===== src/rtl/ahb_pkg.sv =====
// AHB protocol encodings shared by the matrix input stage
package ahb_pkg;

  // --------------------------------------------------
  // Bus widths
  // --------------------------------------------------
  localparam int ADDR_W   = 32;  // HADDR width
  localparam int PROT_W   = 4;   // HPROT width
  localparam int MASTER_W = 4;   // HMASTER width

  // --------------------------------------------------
  // Transfer type
  // --------------------------------------------------
  typedef enum logic [1:0] {
    IDLE   = 2'b00,  // No transfer
    BUSY   = 2'b01,  // Master inserting a wait in a burst
    NONSEQ = 2'b10,  // First beat or single
    SEQ    = 2'b11   // Remaining beats of a burst
  } htrans_e;

  // --------------------------------------------------
  // Burst type
  // --------------------------------------------------
  typedef enum logic [2:0] {
    SINGLE = 3'b000,  // Single beat
    INCR   = 3'b001,  // Undefined length incrementing
    WRAP4  = 3'b010,
    INCR4  = 3'b011,
    WRAP8  = 3'b100,
    INCR8  = 3'b101,
    WRAP16 = 3'b110,
    INCR16 = 3'b111
  } hburst_e;

  // Transfer size, byte up to 1024 bits
  typedef enum logic [2:0] {
    SIZE_BYTE  = 3'b000,
    SIZE_HWORD = 3'b001,
    SIZE_WORD  = 3'b010,
    SIZE_DWORD = 3'b011,
    SIZE_128   = 3'b100,
    SIZE_256   = 3'b101,
    SIZE_512   = 3'b110,
    SIZE_1024  = 3'b111
  } hsize_e;

  // Response, two bits to match the bus encoding
  typedef enum logic [1:0] {
    OKAY  = 2'b00,
    ERROR = 2'b01
  } hresp_e;

endpackage


===== src/rtl/mtx_pkg.sv =====
// Matrix-internal bundles between input stage and output stage
package mtx_pkg;

  // Beat offset width for wrap boundary checks
  localparam int WRAP_IDX_W = 4;

  // --------------------------------------------------
  // Address-phase control
  // --------------------------------------------------
  typedef struct packed {
    logic                            sel;       // Port select
    logic [ahb_pkg::ADDR_W-1:0]      addr;      // Byte address
    ahb_pkg::htrans_e                trans;     // Transfer type
    logic                            write;     // 1 for write
    ahb_pkg::hsize_e                 size;      // Beat size
    ahb_pkg::hburst_e                burst;     // Burst type
    logic [ahb_pkg::PROT_W-1:0]      prot;      // Protection bits
    logic [ahb_pkg::MASTER_W-1:0]    master;    // Master number
    logic                            mastlock;  // Locked sequence
  } ahb_ctrl_t;

  // --------------------------------------------------
  // Response from the output stage
  // --------------------------------------------------
  typedef struct packed {
    logic             ready;  // HREADYOUT of the selected slave
    ahb_pkg::hresp_e  resp;   // HRESP of the selected slave
  } slv_resp_t;

endpackage


===== src/rtl/ahb_mtx_burst_fixup.sv =====
`timescale 1ns/1ns

// Early burst termination and wrap-boundary trans rewrite
module ahb_mtx_burst_fixup (
  input  logic                HCLK,
  input  logic                HRESETn,
  input  mtx_pkg::ahb_ctrl_t  s_ctrl,      // Control from master
  input  logic                HREADYS,     // Bus ready
  input  logic                accept,      // Valid beat accepted
  input  logic                active_ip,   // Port owns output stage
  input  logic                holding,     // Replaying stored beat
  input  ahb_pkg::htrans_e    held_trans,  // Raw trans of stored beat
  input  mtx_pkg::ahb_ctrl_t  mux_ctrl,    // Direct or held control
  output mtx_pkg::ahb_ctrl_t  m_ctrl       // Control toward output stage
);

  import ahb_pkg::*;
  import mtx_pkg::*;

  logic                  override;    // Burst continued as INCR
  logic                  bound;       // Last beat hit wrap boundary
  logic [WRAP_IDX_W-1:0] offset;      // Beat index within address
  logic [WRAP_IDX_W-1:0] check_idx;   // Offset padded with ones
  htrans_e               trans_used;  // Trans that picks the burst

  // --------------------------------------------------
  // Early burst termination
  // --------------------------------------------------
  always_ff @(posedge HCLK)
  begin
    if (!HRESETn)
      override <= 1'b0;
    else if (HREADYS)
    begin
      if ((s_ctrl.trans == NONSEQ) || (s_ctrl.trans == IDLE))
        override <= 1'b0;        // New burst or bus idle
      else if ((s_ctrl.trans == SEQ) && accept && !active_ip)
        override <= 1'b1;        // Burst broken by arbitration
    end
  end

  // --------------------------------------------------
  // Wrap boundary
  // --------------------------------------------------
  always_comb
  begin
    case (s_ctrl.size)
      SIZE_BYTE:  offset = s_ctrl.addr[WRAP_IDX_W-1:0];
      SIZE_HWORD: offset = s_ctrl.addr[WRAP_IDX_W:1];
      SIZE_WORD:  offset = s_ctrl.addr[WRAP_IDX_W+1:2];
      SIZE_DWORD: offset = s_ctrl.addr[WRAP_IDX_W+2:3];
      default:    offset = s_ctrl.addr[WRAP_IDX_W-1:0];  // 128 bits and up
    endcase
  end

  // Bits above the wrap length count as ones
  always_comb
  begin
    case (s_ctrl.burst)
      WRAP4:   check_idx = {{(WRAP_IDX_W-2){1'b1}}, offset[1:0]};
      WRAP8:   check_idx = {{(WRAP_IDX_W-3){1'b1}}, offset[2:0]};
      WRAP16:  check_idx = offset;
      default: check_idx = '0;   // Never a boundary
    endcase
  end

  // Sampled on every NONSEQ or SEQ that moves
  always_ff @(posedge HCLK)
  begin
    if (!HRESETn)
      bound <= 1'b0;
    else if (s_ctrl.trans[1] && HREADYS)
      bound <= &check_idx;
  end

  // --------------------------------------------------
  // Outgoing control
  // --------------------------------------------------
  assign trans_used = holding ? held_trans : s_ctrl.trans;

  always_comb
  begin
    m_ctrl = mux_ctrl;
    if (override && bound)
      m_ctrl.trans = htrans_e'({mux_ctrl.trans[1], 1'b0});  // SEQ->NONSEQ, BUSY->IDLE
    if (override && (trans_used != NONSEQ))
      m_ctrl.burst = INCR;       // Rest of burst as undefined length
  end

endmodule


===== src/rtl/ahb_mtx_hold_stage.sv =====
`timescale 1ns/1ns

// Holding register for a beat the output stage could not take
module ahb_mtx_hold_stage (
  input  logic                HCLK,
  input  logic                HRESETn,
  input  mtx_pkg::ahb_ctrl_t  s_ctrl,        // Control from master
  input  logic                accept,        // Valid beat accepted
  input  logic                active_ip,     // Port owns output stage
  input  mtx_pkg::slv_resp_t  m_resp,        // Output-stage response
  output logic                holding,       // Pending beat in register
  output ahb_pkg::htrans_e    held_trans,    // Raw trans of stored beat
  output logic                held_tran_ip,  // Arbitration request
  output mtx_pkg::ahb_ctrl_t  mux_ctrl       // Direct or held control
);

  import ahb_pkg::*;
  import mtx_pkg::*;

  ahb_ctrl_t hold_reg;  // Stored address phase

  // --------------------------------------------------
  // Holding register
  // --------------------------------------------------
  // Captures every accepted beat. Only read back once
  // the pending flag says the output stage missed it.
  always_ff @(posedge HCLK)
  begin
    if (accept)
      hold_reg <= s_ctrl;
  end

  // Original trans, needed by burst fixup when replaying
  assign held_trans = hold_reg.trans;

  // --------------------------------------------------
  // Pending flag
  // --------------------------------------------------
  // Set when a beat arrives and the output stage is
  // serving another port. Cleared when the replayed beat
  // is driven out and the slave signals ready.
  always_ff @(posedge HCLK)
  begin
    if (!HRESETn)
    begin
      holding <= 1'b0;
    end
    else if (accept && !active_ip)
    begin
      holding <= 1'b1;           // Output stage busy elsewhere
    end
    else if (active_ip && m_resp.ready)
    begin
      holding <= 1'b0;           // Replayed beat taken
    end
  end

  // Request stays up from accept until replay is done
  assign held_tran_ip = accept || holding;

  // --------------------------------------------------
  // Direct / held mux
  // --------------------------------------------------
  always_comb
  begin
    if (!holding)
    begin
      mux_ctrl = s_ctrl;         // Pass through
    end
    else
    begin
      mux_ctrl       = hold_reg;
      mux_ctrl.sel   = 1'b1;     // Held beat is always selected
      mux_ctrl.trans = NONSEQ;   // Replay restarts the sequence
    end
  end

endmodule


===== src/rtl/ahb_mtx_input_stage.sv =====
`timescale 1ns/1ns

// Input stage of the bus matrix, one per master port
module ahb_mtx_input_stage (
  input  logic                HCLK,
  input  logic                HRESETn,

  // Master side
  input  mtx_pkg::ahb_ctrl_t  s_ctrl,        // Address-phase control from master
  input  logic                HREADYS,       // Bus ready seen by the master
  output logic                HREADYOUTS,    // Ready back to master
  output ahb_pkg::hresp_e     HRESPS,        // Response back to master

  // Output-stage side
  input  logic                active_ip,     // This port owns the output stage
  input  mtx_pkg::slv_resp_t  m_resp,        // Response from output stage
  output mtx_pkg::ahb_ctrl_t  m_ctrl,        // Control toward output stage
  output logic                held_tran_ip   // Request to arbitration
);

  import ahb_pkg::*;
  import mtx_pkg::*;

  // --------------------------------------------------
  // Stage-to-stage wires
  // --------------------------------------------------
  logic       accept;     // Valid beat taken this edge
  logic       holding;    // Beat parked in holding register
  htrans_e    held_trans; // Original trans of parked beat
  ahb_ctrl_t  mux_ctrl;   // Direct or held control

  // Qualify address phase, own the response
  ahb_mtx_port_ctrl u_port_ctrl (
    .HCLK       (HCLK),
    .HRESETn    (HRESETn),
    .s_ctrl     (s_ctrl),
    .HREADYS    (HREADYS),
    .holding    (holding),
    .m_resp     (m_resp),
    .accept     (accept),
    .HREADYOUTS (HREADYOUTS),
    .HRESPS     (HRESPS)
  );

  // Park and replay
  ahb_mtx_hold_stage u_hold_stage (
    .HCLK         (HCLK),
    .HRESETn      (HRESETn),
    .s_ctrl       (s_ctrl),
    .accept       (accept),
    .active_ip    (active_ip),
    .m_resp       (m_resp),
    .holding      (holding),
    .held_trans   (held_trans),
    .held_tran_ip (held_tran_ip),
    .mux_ctrl     (mux_ctrl)
  );

  // Fix up trans and burst on the way out
  ahb_mtx_burst_fixup u_burst_fixup (
    .HCLK       (HCLK),
    .HRESETn    (HRESETn),
    .s_ctrl     (s_ctrl),
    .HREADYS    (HREADYS),
    .accept     (accept),
    .active_ip  (active_ip),
    .holding    (holding),
    .held_trans (held_trans),
    .mux_ctrl   (mux_ctrl),
    .m_ctrl     (m_ctrl)
  );

endmodule


===== src/rtl/ahb_mtx_port_ctrl.sv =====
`timescale 1ns/1ns

// Address-phase qualification and master-side response
module ahb_mtx_port_ctrl (
  input  logic                HCLK,
  input  logic                HRESETn,
  input  mtx_pkg::ahb_ctrl_t  s_ctrl,      // Control from master
  input  logic                HREADYS,     // Bus ready
  input  logic                holding,     // Beat parked in hold stage
  input  mtx_pkg::slv_resp_t  m_resp,      // Output-stage response
  output logic                accept,      // Valid beat accepted
  output logic                HREADYOUTS,  // Ready to master
  output ahb_pkg::hresp_e     HRESPS       // Response to master
);

  import ahb_pkg::*;

  logic addr_valid;  // Selected and NONSEQ or SEQ
  logic data_valid;  // Data phase owed to master

  // --------------------------------------------------
  // Address phase
  // --------------------------------------------------
  // IDLE and BUSY carry no data phase
  assign addr_valid = s_ctrl.sel &&
                      ((s_ctrl.trans == NONSEQ) || (s_ctrl.trans == SEQ));

  assign accept = addr_valid && HREADYS;  // Beat taken on this edge

  // Data phase follows an accepted address phase
  always_ff @(posedge HCLK)
  begin
    if (!HRESETn)
      data_valid <= 1'b0;
    else if (HREADYS)
      data_valid <= addr_valid;  // Only advances when bus moves
  end

  // --------------------------------------------------
  // Response mux
  // --------------------------------------------------
  always_comb
  begin
    if (!data_valid)
    begin
      HREADYOUTS = 1'b1;         // Nothing owed, zero wait OKAY
      HRESPS     = OKAY;
    end
    else if (holding)
    begin
      HREADYOUTS = 1'b0;         // Stall until replay completes
      HRESPS     = OKAY;
    end
    else
    begin
      HREADYOUTS = m_resp.ready; // Straight from slave
      HRESPS     = m_resp.resp;
    end
  end

endmodule


===== config.mk =====
export PLATFORM = sky130hd
export DESIGN_NAME = ahb_mtx_input_stage
export DESIGN_NICKNAME = d
export VERILOG_FILES = /design/src/rtl/ahb_pkg.sv /design/src/rtl/mtx_pkg.sv /design/src/rtl/ahb_mtx_burst_fixup.sv /design/src/rtl/ahb_mtx_hold_stage.sv /design/src/rtl/ahb_mtx_input_stage.sv /design/src/rtl/ahb_mtx_port_ctrl.sv
export SDC_FILE = /design/constraint.sdc
export NUM_CORES = 1
export LEC_CHECK = 0
export ABC_AREA = 1
export BUFFER_PORTS_ARGS = -buffer_cell sky130_fd_sc_hd__buf_2
export CAP_MARGIN = 20
export CORE_UTILIZATION = 50
export DETAILED_ROUTE_END_ITERATION = 16
export PLACE_DENSITY = 0.81
export SLEW_MARGIN = 20
export SYNTH_ARGS = -nofsm -noshare
export SYNTH_HDL_FRONTEND = slang
export SYNTH_SLANG_ARGS = --single-unit

===== constraint.sdc =====
create_clock -name HCLK -period 7.6 [get_ports HCLK]
set_clock_uncertainty 0.05 [all_clocks]
set_input_delay 0.76 -clock HCLK [delete_from_list [all_inputs] [get_ports HCLK]]
set_output_delay 0.76 -clock HCLK [all_outputs]
set_load 0.03 [all_outputs]

==> reports/qor.yml, run 1 <==
status: "finished clean"
fin_crit_sh_pct: 46.1
layout_min_cycle_time_ns: 3.50
vias_per_cell: 4.81
end_kind: "output pin"
nets: 444
ys_async_sr_fraction_pct: 0
synth_compound_area_share_pct: 5.48
synth_edf_count: 50
synth_mux_area_share_pct: 0
p_sw_uw: 179
vias: 2184
num_rows: 25
yosys_warnings: 0
largest_reg_flops: 48
synth.top_cells.by_count: "nand2_1 (147), edfxtp_1 (50), nor2_1 (17)"
p_int_uw: 448
synth_top_family_by_area: "simple AND/OR/NAND/NOR gates"
cts_max_level: 2
slew_headroom_pct: 32.4
synth_adder_area_share_pct: 0
syn_area_um2: 2510
grt_pass1_wl_mm: 8.16
drt-total-wl_mm: 5.48
ant_nets: 0
yosys.area.top_type_share_pct: 59.8
final_hold_viol_count: 0
yosys.area.top_type: "edfxtp_1"
synthSimpleGateAreaFrac_pct: 27.0
yosysMostFrequentCell: "nand2_1"
worstSetupStartpointType: "flop"
post_drt_wl_per_cell_um: 12.1
r2r_slack_ns: 6.19
worstReg2RegEnd: "u_hold_stage.holding$_SDFFE_PN0P_"
ys_seq_area_share_pct: 62.9
crit_chain: "inv_2, nand2_1, a31oi_1, a211o_1, buf_2"
drive_above_1_share_pct: 34.4
drc: 0
critPathMaxStageDelay_ns: 1.01
avgSynthCellArea_um2: 9.07
switching_share_pct: 28.5
hold_path_end: "u_burst_fixup.bound$_SDFFE_PN0P_"
regToRegStartpoint: "u_hold_stage.holding$_SDFFE_PN0P_"
syn_inst: 277
fmax_ghz: 0.285
nFillCells: 402
synth-xor-area-share_pct: 0
p_leak_nw: 1.54
grt_max_degree: 62
rsz0062_at_grt: "no"
drv_slew: 0
port_buffers: 112
antenna_found_initial: 0
die_area_um2: 5310
peakVddDrop_mv: 0.136
holdPathStages: 2
num_antenna_cells: 0
yosysUniqueCellTypes: 24
flow.area_growth_from_synthesis_pct: 28.2
min_path_type: "reg -> reg"
grt_pass1_vias: 1868
cts.hold.buffers_added: 0
root_buffer: "clkbuf_8"
final-setup-viol-count: 0
post_cts_buffers: 0
combPwrFrac_pct: 18.5
tns_ns: 0
clkTransAtPathRegs_ns: 0.09
worst_pin_slew_ns: 1.01
dp_hpwl_mm: 3.78
arrival_ns: 2.69
start_util_pct: 52.5
crit_fanout: 61
clkPwrFrac_pct: 26.5
ff2ff_path_depth: 2
clock_latency_ns: 0.30
powerDensity_nw_per_um2: 195
fp.dieW_um: 72.9
drt-initial-drc-count: 163
ys_ff_latch: 54
tritoncts: "built"
cts_buffers: 5
firstDrtPassIters: 4
p_seq_share_pct: 55.0
place.gp.congestion: 0.865
cts_sinks: 54
grt_overflow_total: 0
synthTopCellsByArea: "edfxtp_1 (60%), nand2_1 (22%), dfxtp_1 (3.2%)"
cap_violations: 0
worstHoldStart: "u_burst_fixup.bound$_SDFFE_PN0P_"
hold_ws_ns: 0.438
io_pins: 113
cts_buffer_depth: 2
ys.flop_type: "edfxtp_1"
cts_resized: 0
die_h_um: 72.9
dp.cells: 446
crit_type: "reg -> out"
fin_cells: 454
slowest_stage: "dfxtp_2"
cp.required_ns: 6.79
synthesis.nets: 335
grt_usage_pct: 20.5
core_area_um2: 4790
[stage by stage]
stage               setup slack [ns]  cell area (µm²)  util, %  total power, mW
floorplan                       3.22             2510        -            0.423
global placement                4.43             3130     65.3            0.466
detailed placement              4.39             3130     65.3            0.468
CTS                             4.02             3220     67.3            0.630
global route                    3.79             3220     67.3            0.651
finish                          4.10             3220     67.3            0.627
[worst max-delay path: cells and delay by family, from the launching register on]
kind / cells / cell delay [ns]
flops: 1 / 1.01
buf+inv: 2 / 0.74
compound gates: 2 / 0.40
simple gates: 1 / 0.22
[worst max path at each step]
stage               cells past startpoint  slack (ns)      endpoint                         startpoint
finish                                  5        4.10     m_ctrl[9]  u_hold_stage.holding$_SDFFE_PN0P_
global route                            5        3.79     m_ctrl[9]  u_hold_stage.holding$_SDFFE_PN0P_
CTS                                     5        4.02     m_ctrl[9]  u_hold_stage.holding$_SDFFE_PN0P_
detailed placement                      5        4.39     m_ctrl[9]  u_hold_stage.holding$_SDFFE_PN0P_
global placement                        5        4.43     m_ctrl[9]  u_hold_stage.holding$_SDFFE_PN0P_
floorplan                               4        3.22  held_tran_ip                         s_ctrl[17]
[cells by family (layout without fill, tap and decap cells)]
group,Yosys count,after routing
flip-flops,54,54
buffers and inverters,29,139
AO/OA/AOI/OAI,21,21
AND/OR/NAND/NOR,173,173
[power by group through the flow]
stage	clock network [mW]	registers, mW	logic (mW)
6_report	0.166	0.345	0.116
5_1_grt	0.179	0.347	0.125
4_1_cts	0.168	0.345	0.117
3_5_place_dp	0	0.352	0.116
3_3_place_gp	0	0.351	0.115
2_1_floorplan	0	0.349	0.0741
[routing by layer]
metal  vias up  track usage [%]  part of all wire [%]
met1       985             24.6                    43
met2        72             36.3                    51
met3        14             3.31                   4.0
met5         -                0                     0
met4         0             9.15                   2.4
li1       1113                -                     -
[area by class of cell]
type | instances | area (µm²) | share of cell area (%)
clock buffer | 6 | 82.6 | 2.56
sequential | 54 | 1580 | 49.1
clock inverter | 2 | 12.5 | 0.389
multi-input combinational | 194 | 823 | 25.6
tap | 67 | 83.8 | 2.60
timing repair buffer | 113 | 568 | 17.6
inverter | 18 | 67.6 | 2.10
[cell usage in the layout, fill, tap and decap left out, types with 2 or more instances in the layout]
cell	netlist	routed
nand2_1	147	147
edfxtp_1	50	50
nor2_1	17	16
o21ai_0	8	8
clkbuf_8	0	6
buf_2	5	112
inv_2	4	4
nand3_1	2	2
nand4_1	3	3
nor2_4	1	2
inv_1	14	14
a21oi_1	5	5
dfxtp_1	4	3
(Power assumes the default switching activity.)
==> inputs of run 2 (changes only) <==
--- a/config.mk
+++ b/config.mk
@@ -8,9 +8,9 @@
 export ABC_AREA = 1
 export BUFFER_PORTS_ARGS = -buffer_cell sky130_fd_sc_hd__buf_2
 export CAP_MARGIN = 20
-export CORE_UTILIZATION = 50
+export CORE_UTILIZATION = 42
 export DETAILED_ROUTE_END_ITERATION = 16
-export PLACE_DENSITY = 0.81
+export PLACE_DENSITY = 0.72
 export SLEW_MARGIN = 20
 export SYNTH_ARGS = -nofsm -noshare
 export SYNTH_HDL_FRONTEND = slang
==> constraint.sdc (replaced) <==
create_clock -name HCLK -period 3.2 [get_ports HCLK]
set_clock_uncertainty 0.05 [all_clocks]
set_input_delay 0.32 -clock HCLK [delete_from_list [all_inputs] [get_ports HCLK]]
set_output_delay 0.32 -clock HCLK [all_outputs]
set_load 0.03 [all_outputs]
==> run 2 against run 1 <==
Compared with the run above: final cell count up 1.5%; die area is 18% higher; register-to-register slack worse by 4.1 ns; cell area rose by 0.97%; worst hold slack got worse by 0.28 ns; global-route usage shrank 2.3 points; first-iteration DRC count decreased by 44%; flip-flop and latch count stayed put; clock power is 150% higher.
==> reports/qor.yml, run 2 (synthesized netlist as in run 1, its figures left out) <==
holdPathStages: 1  # -1
grt_overflow_total: 0  # unchanged
tns_ns: 0  # unchanged
worstSetupStartpointType: "flop"
fin_crit_sh_pct: 75.3
vias_per_cell: 4.65  # -3.3%
fp.dieW_um: 79.3  # +8.9%
post_drt_wl_per_cell_um: 11.9  # -1.2%
ff2ff_path_depth: 2  # unchanged
dp.cells: 453  # +1.6%
core_area_um2: 5640  # +18%
post_cts_buffers: 0  # unchanged
hold_path_end: "u_hold_stage.hold_reg[46]$_DFFE_PP_"
rsz0062_at_grt: "no"
min_path_type: "in -> reg"
grt_max_degree: 37  # -40%
cts_buffers: 5  # unchanged
p_total_mw: 1.51  # +140%
largest_reg_flops: 48  # unchanged
clock_latency_ns: 0.30  # about the same
fin_ws_ns: 0.789  # -3.31 ns
pre_cts_ws_ns: 1.14  # -3.25 ns
flow.area_growth_from_synthesis_pct: 29.4
final-setup-viol-count: 0  # unchanged
vias: 2144  # -1.8%
die_h_um: 79.3  # +8.9%
nFillCells: 544  # +35%
io_pins: 113  # unchanged
drt-initial-drc-count: 91  # -44%
fmax_ghz: 0.415
crit_type: "reg -> out"
cts_sinks: 54  # unchanged
die_area_um2: 6290  # +18%
crit_fanout: 31  # -49%
powerDensity_nw_per_um2: 464  # +140%
r2r_slack_ns: 2.14  # -4.05 ns
final_hold_viol_count: 0  # unchanged
slowest_stage: "dfxtp_2"
dp_hpwl_mm: 3.97  # +5.2%
worst_pin_slew_ns: 0.535  # -0.479 ns
p_leak_nw: 1.56  # +1.1%
drt-total-wl_mm: 5.50  # +0.29%
slew_headroom_pct: 64.3  # +32 points
seq_area_um2: 1580  # unchanged
cts_max_level: 2  # unchanged
critPathMaxStageDelay_ns: 0.68  # -0.33 ns
fin_cells: 461  # +1.5%
cts_buffer_depth: 2  # unchanged
cap_violations: 0  # unchanged
end_kind: "output pin"
place.gp.congestion: 0.791  # -8.5%
crit_chain: "inv_2, nand2_1, a31oi_1, a211o_1, buf_2"
regToRegStartpoint: "u_hold_stage.holding$_SDFFE_PN0P_"
drv_slew: 0  # unchanged
peakVddDrop_mv: 0.186  # +37%
arrival_ns: 2.04  # -0.65 ns
drc: 0  # unchanged
num_rows: 27  # +8.0%
status: "finished clean"
antenna_found_initial: 0  # unchanged
tritoncts: "built"
path_buf_inv: 2  # unchanged
drive_above_1_share_pct: 34.7  # +0.34 points
cts.hold.buffers_added: 0  # unchanged
ant_nets: 0  # unchanged
layout_min_cycle_time_ns: 2.41
multiInputGateArea_um2: 823  # unchanged
cp.required_ns: 2.83  # -3.96 ns
layout_commonest_cell: "nand2_1"
grt_usage_pct: 18.2  # -2.3 points
cts_resized: 0  # unchanged
worstReg2RegEnd: "u_hold_stage.holding$_SDFFE_PN0P_"
worstHoldStart: "s_ctrl[46]"
final_cell_mix: "nand2_1 (147), buf_2 (112), edfxtp_1 (50)"
start_util_pct: 44.5  # -8.0 points
firstDrtPassIters: 4  # unchanged
nets: 446  # +0.45%
port_buffers: 112  # unchanged
crit_family: "flip-flops"
num_antenna_cells: 0  # unchanged
root_buffer: "clkbuf_8"
grt_pass1_vias: 2027  # +8.5%
clkTransAtPathRegs_ns: 0.10  # about the same
grt_pass1_wl_mm: 8.83  # +8.1%
-- run 2: cell count changes in the layout (fill, tap and decap cells not counted) --
| cell | change |
|---|---|
| clkinv_2 | -1 |
| clkinv_4 | +1 |
| clkbuf_8 | +1 |
| buf_4 | +2 |
| clkinvlp_4 | -1 |
-- run 2: cell type report --
class	count	share of cell area, %
Sequential cell	54	48.7
Multi-Input combinational cell	194	25.3
Timing Repair Buffer	115	17.9
Clock buffer	7	2.96
Tap cell	72	2.77
Inverter	18	2.08
Clock inverter	1	0.269
-- run 2: metal layers --
metal  global-route usage, %  up-vias  part of all wire, %
met2                    32.0       59                   50
met3                    3.56        4                  4.9
met1                    22.0      964                   44
li1                        -     1117                    -
met4                    6.73        0                  1.2
met5                       0        -                    0
-- run 2: power breakdown --
part           total, mW  switching (mW)  internal, mW
registers          0.816          0.0106         0.805
clock network      0.413           0.215         0.199
logic              0.279           0.193        0.0857
-- run 2: through the flow --
step           cell area (µm²)  utilization [%]  hold WS [ns]
6_report                  3250             57.6         0.153
5_1_grt                   3250             57.6         0.143
4_1_cts                   3250             57.6         0.144
3_5_place_dp              3150             55.8         0.425
3_3_place_gp              3150             55.8         0.419
2_1_floorplan             2510                -         0.369
-- run 2: worst max-delay path by stage --
stage                                                  from           end  slack [ns]  cells past startpoint
after floorplan                                  s_ctrl[17]  held_tran_ip        0.60                      4
after global placement    u_hold_stage.holding$_SDFFE_PN0P_     m_ctrl[9]        1.17                      5
after detailed placement  u_hold_stage.holding$_SDFFE_PN0P_     m_ctrl[9]        1.14                      5
after CTS                 u_hold_stage.holding$_SDFFE_PN0P_     m_ctrl[9]        0.78                      5
after global routing      u_hold_stage.holding$_SDFFE_PN0P_     m_ctrl[9]        0.63                      5
final                     u_hold_stage.holding$_SDFFE_PN0P_     m_ctrl[9]        0.79                      5
